[src/common/iis_params.svh]
`ifndef IIS_PARAMS_SVH
`define IIS_PARAMS_SVH

// Bits per channel word
`define IIS_DATA_SIZE 16

// clk_i cycles per bit clock half period
`define IIS_BCLK_HALF 8

// clk_i cycles per word clock half period
// One channel half holds exactly IIS_DATA_SIZE bit clock periods,
// so word clock edges land on bit clock falling edges
`define IIS_LRCLK_HALF (`IIS_DATA_SIZE * 2 * `IIS_BCLK_HALF)

// Bit counter width, must hold IIS_DATA_SIZE itself
`define IIS_BCNT_W 5

`endif

[src/common/iis_pkg.sv]
`include "iis_params.svh"

package iis_pkg;

  // One channel sample
  typedef logic [`IIS_DATA_SIZE-1:0] sample_t;

  // Bit position within a channel half
  typedef logic [`IIS_BCNT_W-1:0] bit_cnt_t;

  // Frame half a word belongs to
  // Low word clock is the left channel
  typedef enum logic {
    chan_left  = 1'b0,
    chan_right = 1'b1
  } chan_t;

  // Receiver FSM
  typedef enum logic {
    idle_wait = 1'b0,  // waiting for first word clock edge
    shifting  = 1'b1
  } rx_state_t;

endpackage

[src/logic/iis_clock_gen.sv]
`timescale 1ns/1ns
`include "iis_params.svh"

module iis_clock_gen (
  input  logic clk_i,
  input  logic rst_ni,
  output logic ac_mclk,
  output logic ac_bclk,
  output logic ac_lrclk,
  output logic bclk_rise,
  output logic bclk_fall,
  output logic lrclk_rise,
  output logic lrclk_fall
);

  localparam int unsigned bclk_cnt_w  = $clog2(`IIS_BCLK_HALF);
  localparam int unsigned lrclk_cnt_w = $clog2(`IIS_LRCLK_HALF);

  // Counters run down to zero, then reload
  localparam logic [bclk_cnt_w-1:0]  bclk_reload  = bclk_cnt_w'(`IIS_BCLK_HALF - 1);
  localparam logic [lrclk_cnt_w-1:0] lrclk_reload = lrclk_cnt_w'(`IIS_LRCLK_HALF - 1);

  logic [bclk_cnt_w-1:0]  bclk_cnt;
  logic [lrclk_cnt_w-1:0] lrclk_cnt;
  logic                   bclk_zero;
  logic                   lrclk_zero;

  // Master clock, half of clk_i
  always_ff @(posedge clk_i or negedge rst_ni) begin
    if (!rst_ni) begin
      ac_mclk <= 1'b0;
    end else begin
      ac_mclk <= ~ac_mclk;
    end
  end

  // Bit clock divider
  always_ff @(posedge clk_i or negedge rst_ni) begin
    if (!rst_ni) begin
      bclk_cnt <= bclk_reload;
      ac_bclk  <= 1'b0;
    end else if (bclk_zero) begin
      bclk_cnt <= bclk_reload;
      ac_bclk  <= ~ac_bclk;
    end else begin
      bclk_cnt <= bclk_cnt - 1'b1;
    end
  end

  // Word clock divider
  // Same start value as bit divider scaled up, so edges stay aligned
  always_ff @(posedge clk_i or negedge rst_ni) begin
    if (!rst_ni) begin
      lrclk_cnt <= lrclk_reload;
      ac_lrclk  <= 1'b0;
    end else if (lrclk_zero) begin
      lrclk_cnt <= lrclk_reload;
      ac_lrclk  <= ~ac_lrclk;
    end else begin
      lrclk_cnt <= lrclk_cnt - 1'b1;
    end
  end

  assign bclk_zero  = (bclk_cnt == '0);
  assign lrclk_zero = (lrclk_cnt == '0);

  // Strobes fire in the cycle before the toggle
  // Edge direction from current clock level
  assign bclk_rise  = bclk_zero & ~ac_bclk;
  assign bclk_fall  = bclk_zero & ac_bclk;
  assign lrclk_rise = lrclk_zero & ~ac_lrclk;
  assign lrclk_fall = lrclk_zero & ac_lrclk;

endmodule

[src/logic/iis_play_buffer.sv]
`timescale 1ns/1ns

module iis_play_buffer (
  input  logic              clk_i,
  input  logic              rst_ni,
  input  logic              play_valid,
  input  logic              lrclk_fall,
  input  iis_pkg::sample_t  play_left,
  input  iis_pkg::sample_t  play_right,
  output iis_pkg::sample_t  tx_left,
  output iis_pkg::sample_t  tx_right,
  output logic              play_taken
);

  iis_pkg::sample_t pend_left;
  iis_pkg::sample_t pend_right;
  logic             pend_vld;
  iis_pkg::sample_t tx_left_q;
  iis_pkg::sample_t tx_right_q;
  logic             take;

  // Hand over only at frame start and only if something waits
  assign take = lrclk_fall & pend_vld;

  // Pending pair, newest write wins
  always_ff @(posedge clk_i) begin
    if (play_valid) begin
      pend_left  <= play_left;
      pend_right <= play_right;
    end
  end

  // A write in the handover cycle stays pending for the next frame
  always_ff @(posedge clk_i or negedge rst_ni) begin
    if (!rst_ni) begin
      pend_vld <= 1'b0;
    end else if (play_valid) begin
      pend_vld <= 1'b1;
    end else if (lrclk_fall) begin
      pend_vld <= 1'b0;
    end
  end

  // Transmit pair, kept over frames with no new data
  always_ff @(posedge clk_i or negedge rst_ni) begin
    if (!rst_ni) begin
      tx_left_q  <= '0;
      tx_right_q <= '0;
      play_taken <= 1'b0;
    end else begin
      play_taken <= take;
      if (take) begin
        tx_left_q  <= pend_left;
        tx_right_q <= pend_right;
      end
    end
  end

  // Bypass so the shifter loads the new left word in the handover cycle
  assign tx_left  = take ? pend_left : tx_left_q;
  assign tx_right = take ? pend_right : tx_right_q;

endmodule

[src/iis_serdes/iis_tx_shift.sv]
`timescale 1ns/1ns
`include "iis_params.svh"

module iis_tx_shift (
  input  logic             clk_i,
  input  logic             rst_ni,
  input  logic             bclk_fall,
  input  logic             lrclk_rise,
  input  logic             lrclk_fall,
  input  iis_pkg::sample_t tx_left,
  input  iis_pkg::sample_t tx_right,
  output logic             ac_sdout
);

  localparam int unsigned msb = `IIS_DATA_SIZE - 1;

  iis_pkg::sample_t shreg;
  iis_pkg::sample_t next_word;
  logic             reload;

  // Word clock strobes always sit on a bit clock fall
  assign reload = lrclk_rise | lrclk_fall;

  // Left half starts at falling word clock
  assign next_word = lrclk_fall ? tx_left : tx_right;

  always_ff @(posedge clk_i or negedge rst_ni) begin
    if (!rst_ni) begin
      shreg    <= '0;
      ac_sdout <= 1'b0;
    end else if (bclk_fall) begin
      // Old word's LSB still goes out on the edge itself
      ac_sdout <= shreg[msb];
      if (reload) begin
        shreg <= next_word;
      end else begin
        shreg <= {shreg[msb-1:0], 1'b0};
      end
    end
  end

  // MSB goes out one bit clock after the word clock edge,
  // LSB on the fall of the following word clock edge

endmodule

[src/iis_serdes/iis_rx_shift.sv]
`timescale 1ns/1ns
`include "iis_params.svh"

module iis_rx_shift (
  input  logic              clk_i,
  input  logic              rst_ni,
  input  logic              bclk_rise,
  input  logic              lrclk_rise,
  input  logic              lrclk_fall,
  input  logic              ac_sdin,
  output iis_pkg::sample_t  rx_word,
  output iis_pkg::chan_t    rx_chan,
  output logic              word_done
);

  localparam iis_pkg::bit_cnt_t bits_full = iis_pkg::bit_cnt_t'(`IIS_DATA_SIZE);
  localparam iis_pkg::bit_cnt_t bits_last = iis_pkg::bit_cnt_t'(`IIS_DATA_SIZE - 1);

  iis_pkg::rx_state_t state;
  iis_pkg::bit_cnt_t  bit_cnt;
  iis_pkg::sample_t   shreg;
  logic               lr_edge;
  logic               take_bit;

  assign lr_edge = lrclk_rise | lrclk_fall;

  // Only the first DATA_SIZE rises of a half carry data
  assign take_bit = (state == iis_pkg::shifting) & bclk_rise & (bit_cnt != bits_full);

  // FSM and bit counter
  always_ff @(posedge clk_i or negedge rst_ni) begin
    if (!rst_ni) begin
      state     <= iis_pkg::idle_wait;
      bit_cnt   <= '0;
      rx_chan   <= iis_pkg::chan_left;
      word_done <= 1'b0;
    end else begin
      // Pulse lands the cycle after the last sampling rise
      word_done <= take_bit & (bit_cnt == bits_last);
      if (lr_edge) begin
        // First edge after reset starts sampling
        state   <= iis_pkg::shifting;
        bit_cnt <= '0;
        rx_chan <= lrclk_fall ? iis_pkg::chan_left : iis_pkg::chan_right;
      end else if (take_bit) begin
        bit_cnt <= bit_cnt + 1'b1;
      end
    end
  end

  // Data shifts in MSB first
  always_ff @(posedge clk_i) begin
    if (take_bit) begin
      shreg <= {shreg[`IIS_DATA_SIZE-2:0], ac_sdin};
    end
  end

  // Word holds still until the next half starts sampling
  assign rx_word = shreg;

endmodule

[src/logic/iis_rec_output.sv]
`timescale 1ns/1ns

module iis_rec_output (
  input  logic              clk_i,
  input  logic              rst_ni,
  input  logic              word_done,
  input  iis_pkg::sample_t  rx_word,
  input  iis_pkg::chan_t    rx_chan,
  output iis_pkg::sample_t  rec_left,
  output iis_pkg::sample_t  rec_right,
  output logic              rec_valid
);

  iis_pkg::sample_t left_q;
  logic             have_left;
  logic             got_left;
  logic             publish;

  assign got_left = word_done & (rx_chan == iis_pkg::chan_left);

  // Right word completes a pair only after a stored left word
  assign publish = word_done & (rx_chan == iis_pkg::chan_right) & have_left;

  always_ff @(posedge clk_i or negedge rst_ni) begin
    if (!rst_ni) begin
      have_left <= 1'b0;
      rec_valid <= 1'b0;
    end else begin
      rec_valid <= publish;
      if (got_left) begin
        have_left <= 1'b1;
      end else if (publish) begin
        have_left <= 1'b0;
      end
    end
  end

  // Left word waits for its partner
  always_ff @(posedge clk_i) begin
    if (got_left) begin
      left_q <= rx_word;
    end
  end

  // No back-pressure, next pair overwrites
  always_ff @(posedge clk_i) begin
    if (publish) begin
      rec_left  <= left_q;
      rec_right <= rx_word;
    end
  end

endmodule

[src/logic/iis_codec_top.sv]
`timescale 1ns/1ns

module iis_codec_top (
  input  logic              clk_i,
  input  logic              rst_ni,
  input  logic              play_valid,
  input  iis_pkg::sample_t  play_left,
  input  iis_pkg::sample_t  play_right,
  output logic              play_taken,
  output logic              ac_mclk,
  output logic              ac_bclk,
  output logic              ac_lrclk,
  output logic              ac_sdout,
  input  logic              ac_sdin,
  output iis_pkg::sample_t  rec_left,
  output iis_pkg::sample_t  rec_right,
  output logic              rec_valid
);

  // Strobes from the clock generator
  logic bclk_rise;
  logic bclk_fall;
  logic lrclk_rise;
  logic lrclk_fall;

  // Playback path
  iis_pkg::sample_t tx_left;
  iis_pkg::sample_t tx_right;

  // Recording path
  iis_pkg::sample_t rx_word;
  iis_pkg::chan_t   rx_chan;
  logic             word_done;

  iis_clock_gen u_clock_gen (
    .clk_i      (clk_i),
    .rst_ni     (rst_ni),
    .ac_mclk    (ac_mclk),
    .ac_bclk    (ac_bclk),
    .ac_lrclk   (ac_lrclk),
    .bclk_rise  (bclk_rise),
    .bclk_fall  (bclk_fall),
    .lrclk_rise (lrclk_rise),
    .lrclk_fall (lrclk_fall)
  );

  iis_play_buffer u_play_buffer (
    .clk_i      (clk_i),
    .rst_ni     (rst_ni),
    .play_valid (play_valid),
    .lrclk_fall (lrclk_fall),
    .play_left  (play_left),
    .play_right (play_right),
    .tx_left    (tx_left),
    .tx_right   (tx_right),
    .play_taken (play_taken)
  );

  iis_tx_shift u_tx_shift (
    .clk_i      (clk_i),
    .rst_ni     (rst_ni),
    .bclk_fall  (bclk_fall),
    .lrclk_rise (lrclk_rise),
    .lrclk_fall (lrclk_fall),
    .tx_left    (tx_left),
    .tx_right   (tx_right),
    .ac_sdout   (ac_sdout)
  );

  iis_rx_shift u_rx_shift (
    .clk_i      (clk_i),
    .rst_ni     (rst_ni),
    .bclk_rise  (bclk_rise),
    .lrclk_rise (lrclk_rise),
    .lrclk_fall (lrclk_fall),
    .ac_sdin    (ac_sdin),
    .rx_word    (rx_word),
    .rx_chan    (rx_chan),
    .word_done  (word_done)
  );

  iis_rec_output u_rec_output (
    .clk_i      (clk_i),
    .rst_ni     (rst_ni),
    .word_done  (word_done),
    .rx_word    (rx_word),
    .rx_chan    (rx_chan),
    .rec_left   (rec_left),
    .rec_right  (rec_right),
    .rec_valid  (rec_valid)
  );

endmodule

[config.mk]
export PLATFORM = sky130hd
export DESIGN_NAME = iis_codec_top
export DESIGN_NICKNAME = d
export VERILOG_FILES = /design/src/common/iis_pkg.sv /design/src/logic/iis_clock_gen.sv /design/src/logic/iis_play_buffer.sv /design/src/iis_serdes/iis_tx_shift.sv /design/src/iis_serdes/iis_rx_shift.sv /design/src/logic/iis_rec_output.sv /design/src/logic/iis_codec_top.sv
export VERILOG_INCLUDE_DIRS = /design/src /design/src/common
export SDC_FILE = /design/constraint.sdc
export NUM_CORES = 1
export LEC_CHECK = 0
export BUFFER_PORTS_ARGS = -buffer_cell sky130_fd_sc_hd__buf_2
export CAP_MARGIN = 20
export CORE_ASPECT_RATIO = 2
export CORE_UTILIZATION = 62
export DETAILED_ROUTE_END_ITERATION = 8
export HOLD_SLACK_MARGIN = 0.02
export PLACE_DENSITY = 0.84
export SLEW_MARGIN = 40
export SYNTH_ARGS = -nofsm -noshare
export SYNTH_HDL_FRONTEND = slang
export SYNTH_SLANG_ARGS = --single-unit
export TNS_END_PERCENT = 50
[constraint.sdc]
create_clock -name clk_i -period 6.31 [get_ports clk_i]
set_input_delay 0.9465 -clock clk_i [delete_from_list [all_inputs] [get_ports clk_i]]
set_output_delay 0.9465 -clock clk_i [all_outputs]
set_load 0.01 [all_outputs]
Word level (Yosys, flattened, before mapping)
Cells that the tools add are included.

word-level totals
  bits in latches = 0
  input bits = 36
  RAM bits = 0
  memories kept = 0
  register bits = 171
  memory bits (read-only) = 0

operators by class
  multiplexer cells = 13
  divide/modulo/power cells = 0
  equality and inequality tests = 2
  order comparisons = 0
  reduce and logical (&&, ||, !) cells = 5
  add/subtract/negate cells = 3
  multipliers = 0
  shifts and indexed selects = 0
  bitwise operators = 16

operators with widths
  operator               number
  $mux W16               4
  $and A1 B1 Y1          11
  $mux W5                2
  $logic_not A8 Y1       1
  $mux W8                1
  $sub A8 B1 Y8 const B  1
  $reduce_bool A2 Y1     3
  $add A5 B1 Y5 const B  1
  $eq A5 B4 Y1 const B   1
  $mux W1                5
  $ne A5 B5 Y1 const B   1
  $not A1 Y1             4
  $logic_not A3 Y1       1
  $mux W3                1
  $sub A3 B1 Y3 const B  1
  $or A1 B1 Y1           1

Logic depth before layout (Yosys ltp)
Gate-level depths: netlist (run 1).

  word-level depth = 6
  gate-level depth with buffers = 7

Hierarchy
Synthesis (run 1) repeated with hierarchy kept, for this count alone.

unflattened totals
  cell total of the unflattened synthesis = 365
  area, all modules = 6413.7 µm²

modules (own cells, without submodules)
  module           seq. area each (µm²)  instances  cells an instance  area each (µm²)
  iis_play_buffer  1811.7                1          105                2337.2
  iis_rec_output   1491.4                1          54                 1524.0
  iis_tx_shift     425.4                 1          91                 1009.7
  iis_rx_shift     680.7                 1          55                 889.6
  iis_clock_gen    364.1                 1          60                 653.1

Worst setup path after synthesis (run 1)
OpenSTA, ideal clock, no wires.

  path kind = flip-flop to flip-flop
  from = register u_clock_gen.lrclk_cnt[0]
  to = register u_play_buffer.tx_left_q[6]
  data arrival time = 1.947 ns
  cell stages (with the launch flop) = 7
  setup slack = 4.238 ns
  buffers on the path = 1
  required time = 6.185 ns
  cell sequence = dfstp_2 -> inv_1 -> ha_1 -> or4b_4 -> nor3_4 -> buf_6 -> mux2_2

between the ends
  longest elaborated chain between the ends = 4

ends and longest elaborated chain
  what                    line                   source
  start, declared         iis_clock_gen.sv:24    logic [lrclk_cnt_w-1:0] lrclk_cnt;
  start signal, assigned  iis_clock_gen.sv:54    lrclk_cnt <= lrclk_reload;
  start signal, assigned  iis_clock_gen.sv:57    lrclk_cnt <= lrclk_reload;
  start signal, assigned  iis_clock_gen.sv:60    lrclk_cnt <= lrclk_cnt - 1'b1;
  $logic_not A8 Y1        iis_clock_gen.sv:65    assign lrclk_zero = (lrclk_cnt == '0);
  $and A1 B1 Y1           iis_clock_gen.sv:72    assign lrclk_fall = lrclk_zero & ac_lrclk;
  $and A1 B1 Y1           iis_play_buffer.sv:23  assign take = lrclk_fall & pend_vld;
  $mux W16                --
  net tx_left[6]          iis_codec_top.sv:27    iis_pkg::sample_t tx_left;
  end signal, assigned    iis_play_buffer.sv:53  tx_left_q <= pend_left;
  end, declared           iis_play_buffer.sv:18  iis_pkg::sample_t tx_left_q;

The timed path passes the listed nets, and every way through them passes these cells.
A chain may end at the register's enable or synchronous reset.

Worst setup path after layout (run 1)
  from = register u_clock_gen.ac_lrclk
  to = output ac_lrclk

RTL lines
  what                    line                 source
  start, declared         iis_clock_gen.sv:9   output logic ac_lrclk,
  start signal, assigned  iis_clock_gen.sv:58  ac_lrclk <= ~ac_lrclk;
  end, declared           iis_codec_top.sv:12  output logic ac_lrclk,

No word-level cell between the ends.

==> results of run 1 <==
[state kept, by name, indices dropped and copies added (netlist names)]
name	count
u_rx_shift.rx_word	16
u_rec_output.rec_left	16
u_tx_shift.ac_sdout	1
u_play_buffer.pend_vld	1
u_clock_gen.ac_mclk	1
u_play_buffer.tx_right_q	16
u_play_buffer.pend_left	16
u_play_buffer.play_taken	1
u_rec_output.rec_right	16
u_clock_gen.lrclk_cnt	8
u_play_buffer.pend_right	16
u_rec_output.left_q	16
u_play_buffer.tx_left_q	16
u_rx_shift.bit_cnt	5
u_clock_gen.bclk_cnt	3
u_clock_gen.ac_bclk	1
u_rec_output.have_left	1
u_rx_shift.state	1
u_clock_gen.ac_lrclk	1
u_tx_shift.shreg	16
u_rx_shift.rx_chan	1
u_rx_shift.word_done	1
u_rec_output.rec_valid	1
[layer usage]
layer / share of wire (%) / track usage (%) / vias to the layer above / routed length (um)
li1: - / - / 1673 / -
met1: 37 / 24.1 / 1776 / 3990
met2: 57 / 37.9 / 113 / 6100
met3: 3.7 / 6.83 / 22 / 393
met4: 2.1 / 10.0 / 0 / 229
met5: 0 / 0 / - / 0
[cell type report]
| cell class | instances | area share (%) |
|---|---|---|
| clock inverters | 14 | 2.03 |
| clock buffers | 18 | 5.71 |
| repair buffers | 80 | 5.61 |
| flip-flops and latches | 171 | 63.5 |
| well taps | 135 | 2.25 |
| inverters | 13 | 0.649 |
| multi-input cells | 195 | 20.2 |
[how the worst max path moves through the flow]
stage | slack [ns] | cells past startpoint | to | from
6_report | 3.79 | 1 | ac_lrclk | u_clock_gen.ac_lrclk
5_1_grt | 3.69 | 6 | u_play_buffer.tx_right_q[5] | u_clock_gen.lrclk_cnt[0]
4_1_cts | 3.78 | 1 | ac_lrclk | u_clock_gen.ac_lrclk
3_5_place_dp | 3.85 | 6 | u_play_buffer.tx_right_q[5] | u_clock_gen.lrclk_cnt[0]
3_3_place_gp | 3.93 | 6 | u_play_buffer.tx_right_q[1] | u_clock_gen.lrclk_cnt[0]
2_1_floorplan | 4.24 | 6 | u_play_buffer.tx_left_q[6] | u_clock_gen.lrclk_cnt[0]
[logic make-up (layout without fill, tap and decap cells)]
| family | after synthesis | count (layout) |
|---|---|---|
| compound gates | 52 | 52 |
| xor+xnor | 6 | 6 |
| fa+ha+maj | 6 | 6 |
| buf+inv | 34 | 125 |
| flops | 171 | 171 |
| mux | 50 | 50 |
| simple gates | 81 | 81 |
[cell usage in the layout (no fill, tap or decap), drive strengths merged, types with 2 or more instances in the layout]
cell | netlist | routed
a2111o | 3 | 3
a21o | 2 | 2
a21oi | 5 | 5
a31oi | 3 | 3
a41oi | 12 | 12
and3 | 3 | 3
buf | 5 | 80
clkbuf | 16 | 18
clkinv | 0 | 5
dfrtp | 64 | 64
dfstp | 11 | 11
edfxtp | 96 | 96
ha | 6 | 6
inv | 13 | 20
mux2 | 46 | 46
mux2i | 4 | 4
nand2 | 6 | 6
nand2b | 2 | 2
nand3 | 4 | 4
nand4 | 24 | 24
nand4bb | 2 | 2
nor2 | 25 | 25
nor3 | 4 | 4
nor4bb | 2 | 2
o21ai | 22 | 22
or3 | 3 | 3
xnor2 | 5 | 5
[power by group through the flow]
| stage | registers (mW) | logic, mW | clock network, mW |
|---|---|---|---|
| global route | 1.20 | 0.0351 | 1.06 |
| global placement | 1.22 | 0.0307 | 0 |
| CTS | 1.20 | 0.0328 | 1.02 |
| detailed placement | 1.22 | 0.0325 | 0 |
| finish | 1.20 | 0.0314 | 1.00 |
| floorplan | 1.22 | 0.00637 | 0 |
[stage by stage]
step	area [sq um]	hold WS [ns]	util [%]	power, mW	cells
after floorplan	6430	0.400	-	1.23	400
after global placement	6930	0.401	68.7	1.25	594
after CTS	7510	0.417	74.5	2.26	626
after detailed placement	6930	0.405	68.7	1.26	594
final	7510	0.411	74.5	2.24	626
after global routing	7510	0.424	74.5	2.29	626
==> flow_summary_export.csv, run 1 <==
group,metric,value,unit
logic_synthesis,synthTopCellsByArea,"edfxtp_1 45%, dfrtp_1 25%, mux2_2 7.2%",
critical_path,cp.required,5.36,ns
finish,final_layout_size_suffix_gt1_share,34.2,%
floorplan,dieArea,0.0108,sq mm
clocking,cts_root_buf,"clkbuf_16",
timing,slew_headroom,43.3,%
grt,grt_pass1_vias,3601,
placement,dp_hpwl,6780,um
logic_synthesis,synthSimpleGateAreaFrac,7.37,%
logic_synthesis,ys_warn_count,0,
placement,dp_slack,3.85,ns
outcome,run_status,"completed",
grt,grt_pass1_wl,17200,um
floorplan,fp.coreArea,0.0101,sq mm
logic_synthesis,yosysTopAreaCell,"edfxtp_1",
floorplan,io_pins,74,
clocking,clockBufferDepth,2,
hold_path,whs_endpoint,"u_rec_output.rec_left[10]",
drt,routed_wl,10700,um
clocking,htreeDepth,4,
power,pwr_density_cell,298,mW/mm^2
logic_synthesis,synth-xor-area-share,0.817,%
drt,drc_errors,0,
power,p_seq_share,53.7,%
critical_path,rr_endpoint,"u_play_buffer.tx_right_q[5]",
power,ir_drop,0.288,mV
critical_path,crit_chain,"buf_2",
critical_path,end_kind,"primary output",
timing,finalSetupViolations,0,
timing,rsz0062_at_grt,"no",
floorplan,rows,52,
power,switching_share,21.0,%
logic_synthesis,synth_top_area_share,44.8,%
clocking,post-cts-setup-buffer-count,0,
clocking,cts_buffers,17,
clocking,clock_sinks,171,
critical_path,rr_startpoint,"u_clock_gen.lrclk_cnt[0]",
logic_synthesis,synth_compound_area_share,5.43,%
critical_path,critPathBufInv,1,
clocking,cts_hold_buf,0,
clocking,cts_tree,"yes",
timing,timing.final.ws_setup,3.79,ns
logic_synthesis,synth_common_cells,"96 x edfxtp_1, 64 x dfrtp_1, 41 x mux2_2, 25 x nor2_1, 24 x nand4_1",
floorplan,fp.dieH,146,um
logic_synthesis,synth-seq-cells,171,
floorplan,die_w,74.0,um
logic_synthesis,synthAdderAreaFrac,1.17,%
critical_path,cp_slowest_cell,"dfrtp_1",
logic_synthesis,synth.avg_cell_area,16.1,sq um
timing,hold_violations,0,
placement,port_buffers,73,
finish,multi_input_area,0.00152,sq mm
critical_path,arrival,1.57,ns
grt,gr-usage-all-layers,22.0,%
drt,drt-wirelength-per-cell,17.1,um
timing,period_share,39.9,%
power,switching_power,0.470,mW
logic_synthesis,synth_fp_nets,442,
drt,ant_nets,0,
power,internal_power,1.77,mW
finish,area_growth,16.8,%
finish,seq_area,0.00477,sq mm
clocking,clk-insertion-delay-late,0.42,ns
drt,vias,3584,
critical_path,cp-start-kind,"register",
logic_synthesis,yosysMostFrequentCell,"edfxtp_1",
flow_run,drv_cap,0,
logic_synthesis,synth_top_family_by_area,"multiplexers",
critical_path,slowest_delay,0.88,ns
critical_path,r2r_slack,3.83,ns
timing,clock.fmax,0.397,GHz
grt,antenna_found_initial,0,
finish,num-fill-cells,618,
logic_synthesis,synth_edf_count,96,
critical_path,crit_fanout,24,
critical_path,worstSetupPathType,"register to primary output",
drt,first_iter_violations,173,
finish,final_nets,520,
hold_path,hold_class,"register to register",
logic_synthesis,async_flop_share,43.9,%
hold_path,holdPathStages,0,
hold_path,hold_start,"u_rec_output.left_q[10]",
grt,grt_max_degree,76,
critical_path,ff2ff_path_depth,6,
timing,worst_clock_skew,0.00998,ns
logic_synthesis,netlist_instances,400,
finish,diodes,0,
power,clockPowerShare,44.9,%
timing,setup_tns,0,ns
logic_synthesis,synth_area,0.00643,sq mm
timing,worst_pin_slew,0.850,ns
timing,min_period,2.52,ns
grt,grt-ovfl-total,0,
timing,finalMaxSlewViolations,0,
clocking,cts_resized,0,
logic_synthesis,ys_types,43,
critical_path,cpLargestDelayFamily,"flip-flops",
clocking,clk_pin_slew_worst_paths,0.07,ns
floorplan,start_util,63.8,%
drt,avgViaCountPerCell,5.73,
drt,detail_route.first_pass.iterations,4,
placement,place.gp.congestion,0.785,
logic_synthesis,ys_seq_area_share,74.2,%
logic_synthesis,muxShareOfSynthArea,8.67,%
power,p_leak,3.09,nW
logic_synthesis,synth_ff_type,"edfxtp_1",
power,pwr-share-comb,1.4,%
No activity file was read; power rests on OpenSTA's default activity.
==> inputs of run 2 (changes only) <==
--- a/config.mk
+++ b/config.mk
@@ -6,13 +6,14 @@
 export SDC_FILE = /design/constraint.sdc
 export NUM_CORES = 1
 export LEC_CHECK = 0
+export ABC_AREA = 1
 export BUFFER_PORTS_ARGS = -buffer_cell sky130_fd_sc_hd__buf_2
 export CAP_MARGIN = 20
 export CORE_ASPECT_RATIO = 2
-export CORE_UTILIZATION = 62
+export CORE_UTILIZATION = 52
 export DETAILED_ROUTE_END_ITERATION = 8
 export HOLD_SLACK_MARGIN = 0.02
-export PLACE_DENSITY = 0.84
+export PLACE_DENSITY = 0.75
 export SLEW_MARGIN = 40
 export SYNTH_ARGS = -nofsm -noshare
 export SYNTH_HDL_FRONTEND = slang
==> constraint.sdc (replaced) <==
create_clock -name clk_i -period 2.28 [get_ports clk_i]
set_input_delay 0.342 -clock clk_i [delete_from_list [all_inputs] [get_ports clk_i]]
set_output_delay 0.342 -clock clk_i [all_outputs]
set_load 0.01 [all_outputs]
==> flow_summary_export.csv, run 2 <==
group,metric,value,unit
logic_synthesis,async_flop_share,43.9,%
logic_synthesis,synth-seq-cells,171,
logic_synthesis,synth_edf_count,96,
finish,layout_common_cells,"105 x inv_1, 96 x edfxtp_1, 73 x buf_2, 64 x dfrtp_1, 59 x nand2_1",
logic_synthesis,yosysMostFrequentCell,"inv_1",
finish,final_layout_size_suffix_gt1_share,24.5,%
clocking,cts_tree,"yes",
power,p_leak,3.69,nW
power,switching_power,1.23,mW
timing,finalSetupViolations,0,
critical_path,crit_fanout,16,
logic_synthesis,netlist_instances,563,
logic_synthesis,yosysTopAreaCell,"edfxtp_1",
critical_path,crit_end,"u_tx_shift.shreg[10]",
logic_synthesis,ys_types,27,
power,internal_power,5.05,mW
drt,avgViaCountPerCell,5.09,
grt,grt-ovfl-total,0,
clocking,htreeDepth,4,
critical_path,critPathBufInv,3,
timing,setup_tns,0,ns
drt,vias,4125,
finish,final_util,62.6,%
critical_path,cpLargestDelayFamily,"simple AND/OR/NAND/NOR gates",
drt,ant_nets,0,
grt,grtUsageMet1,20.5,%
critical_path,setup.worst_path.start,"u_clock_gen.lrclk_cnt[0]",
clocking,cts_buffers,17,
power,ir_drop,0.940,mV
floorplan,io_pins,74,
power,power.total,6.28,mW
critical_path,crit_chain,"inv_1 > ha_1 > nand2_1 > nor2_2 > buf_4 > nand3_2 > nand2_1 > nand3_1 > nand3_1 > nand2_1 > inv_1",
finish,area_growth,17.1,%
clocking,clock_sinks,171,
logic_synthesis,synth_ff_type,"edfxtp_1",
logic_synthesis,synth_area,0.00675,sq mm
logic_synthesis,synth_common_cells,"105 x inv_1, 96 x edfxtp_1, 64 x dfrtp_1, 59 x nand2_1, 53 x nand3_1",
critical_path,path_depth,11,
drt,drt-wirelength-per-cell,14.3,um
placement,dp_slack,0.0144,ns
grt,grt_pass1_vias,4093,
critical_path,arrival,2.50,ns
floorplan,fp.coreArea,0.0126,sq mm
clocking,clk-insertion-delay-late,0.42,ns
finish,num-fill-cells,982,
logic_synthesis,ys_seq_area_share,70.8,%
critical_path,rr_endpoint,"u_tx_shift.shreg[10]",
floorplan,dieArea,0.0135,sq mm
logic_synthesis,ys_warn_count,0,
flow_run,drv_cap,0,
grt,antenna_found_initial,0,
power,switching_share,19.6,%
placement,dp_hpwl,7570,um
critical_path,r2r_slack,0.14,ns
timing,hold_violations,0,
critical_path,cp_slowest_cell,"dfstp_2",
power,pwr-share-comb,1.4,%
timing,rsz0062_at_grt,"yes",
drt,first_iter_violations,186,
critical_path,worstSetupPathType,"register to register",
logic_synthesis,synth_top_area_share,42.7,%
clocking,cts_root_buf,"clkbuf_16",
logic_synthesis,synthTopCellsByArea,"edfxtp_1 43%, dfrtp_1 24%, inv_1 5.8%",
logic_synthesis,synth_fp_nets,605,
timing,period_share,93.9,%
grt,grt-busiest-layer,"met2",
clocking,post-cts-setup-buffer-count,0,
critical_path,ff2ff_path_depth,11,
floorplan,start_util,53.4,%
grt,gr-usage-met3,5.75,%
hold_path,hold_class,"input port to register",
timing,slew_headroom,51.4,%
grt,grtUsageMet2,33.1,%
floorplan,rows,58,
finish,final_nets,689,
logic_synthesis,synth.avg_cell_area,12.0,sq um
timing,finalMaxSlewViolations,0,
drt,routed_wl,11600,um
grt,gr-usage-all-layers,19.1,%
critical_path,slowest_delay,0.38,ns
floorplan,fp.dieH,163,um
clocking,clockBufferDepth,2,
outcome,run_status,"completed",
power,clockPowerShare,45.7,%
critical_path,cp.required,2.64,ns
drt,drc_errors,0,
drt,detail_route.first_pass.iterations,6,
floorplan,die_w,82.5,um
finish,diodes,0,
grt,grt_pass1_wl,18600,um
clocking,clk_pin_slew_worst_paths,0.07,ns
finish,final_common_cell,"inv_1",
grt,grt_max_degree,37,
placement,place.gp.congestion,0.825,
timing,timing.final.ws_setup,0.140,ns
timing,worst_pin_slew,0.728,ns
critical_path,cp-start-kind,"register",
critical_path,path_common_cell,"nand2_1",
power,pwr_density_cell,795,mW/mm^2
critical_path,end_kind,"register",
timing,worst_clock_skew,0.00909,ns
power,p_seq_share,52.9,%
timing,min_period,2.14,ns
timing,clock.fmax,0.467,GHz
critical_path,rr_startpoint,"u_clock_gen.lrclk_cnt[0]",
hold_path,hold_start,"play_right[4]",
placement,port_buffers,73,
run 2: cell types whose count changed after synthesis, sizes merged, moves of 15 or more:
cell   change
or2       +15
nand3     +50
mux2      -46
inv       +94
nand2     +63
and2      +32
run 2: cells by family after synthesis:
group | count (synthesis) | synth area share, %
and+or+nand+nor | 225 | 17.5
adders and majority gates | 6 | 1.11
DFF | 171 | 70.8
xor gates and xnor gates | 3 | 0.390
buffers and inverters | 128 | 7.92
AOI/OAI and AO/OA | 30 | 2.30
run 2: final cells by class:
cell class / instances / area, sq um / share of cell area (%)
flip-flops and latches: 171 / 4770 / 60.4
multi-input cells: 265 / 1460 / 18.5
repair buffers: 85 / 470 / 5.96
clock buffers: 20 / 467 / 5.91
inverters: 107 / 402 / 5.08
well taps: 150 / 188 / 2.38
clock inverters: 12 / 136 / 1.73
run 2: per-layer routing:
layer  vias up  share of wire, %
met1      1962                37
li1       2013                 -
met2       128                56
met3        22               4.3
met4         0               2.7
met5         -                 0
run 2: worst min path at each step:
stage,cells past startpoint,to,slack [ns]
final,1,u_play_buffer.pend_right[4],0.09
after CTS,1,u_play_buffer.pend_left[14],0.07
after global routing,1,u_play_buffer.pend_right[13],0.07
after global placement,1,u_play_buffer.tx_right_q[3],0.31
after detailed placement,1,u_play_buffer.tx_right_q[3],0.31
after floorplan,0,u_clock_gen.ac_bclk,0.05
run 2: repair_timing:
action,CTS,global route
endpoints found under the hold margin,11,0
resized for setup,1,0
setup endpoints to repair,4,6
hold buffers,1,0
gates cloned,0,1
run 2: worst register-to-register path, cell delays in order (launching register included):
cell	delay (ns)
dfstp_2	0.38
inv_1	0.08
ha_1	0.20
nand2_1	0.08
nor2_2	0.22
buf_4	0.20
nand3_2	0.38
nand2_1	0.20
nand3_1	0.11
nand3_1	0.10
nand2_1	0.05
inv_1	0.05
run 2: power by group through the flow:
stage / combinational (mW) / sequential [mW] / clock [mW]
2_1_floorplan: 0.0141 / 3.38 / 0
3_3_place_gp: 0.0873 / 3.38 / 0
3_5_place_dp: 0.0904 / 3.38 / 0
4_1_cts: 0.0922 / 3.32 / 2.93
5_1_grt: 0.102 / 3.32 / 3.06
6_report: 0.0889 / 3.32 / 2.87
run 2: metrics by stage:
step                instances  hold WS (ns)  instance area [sq um]
global placement          776         0.310                   7270
floorplan                 563        0.0464                   6750
global route              810        0.0686                   7900
CTS                       809        0.0724                   7890
detailed placement        776         0.313                   7270
finish                    810        0.0883                   7900
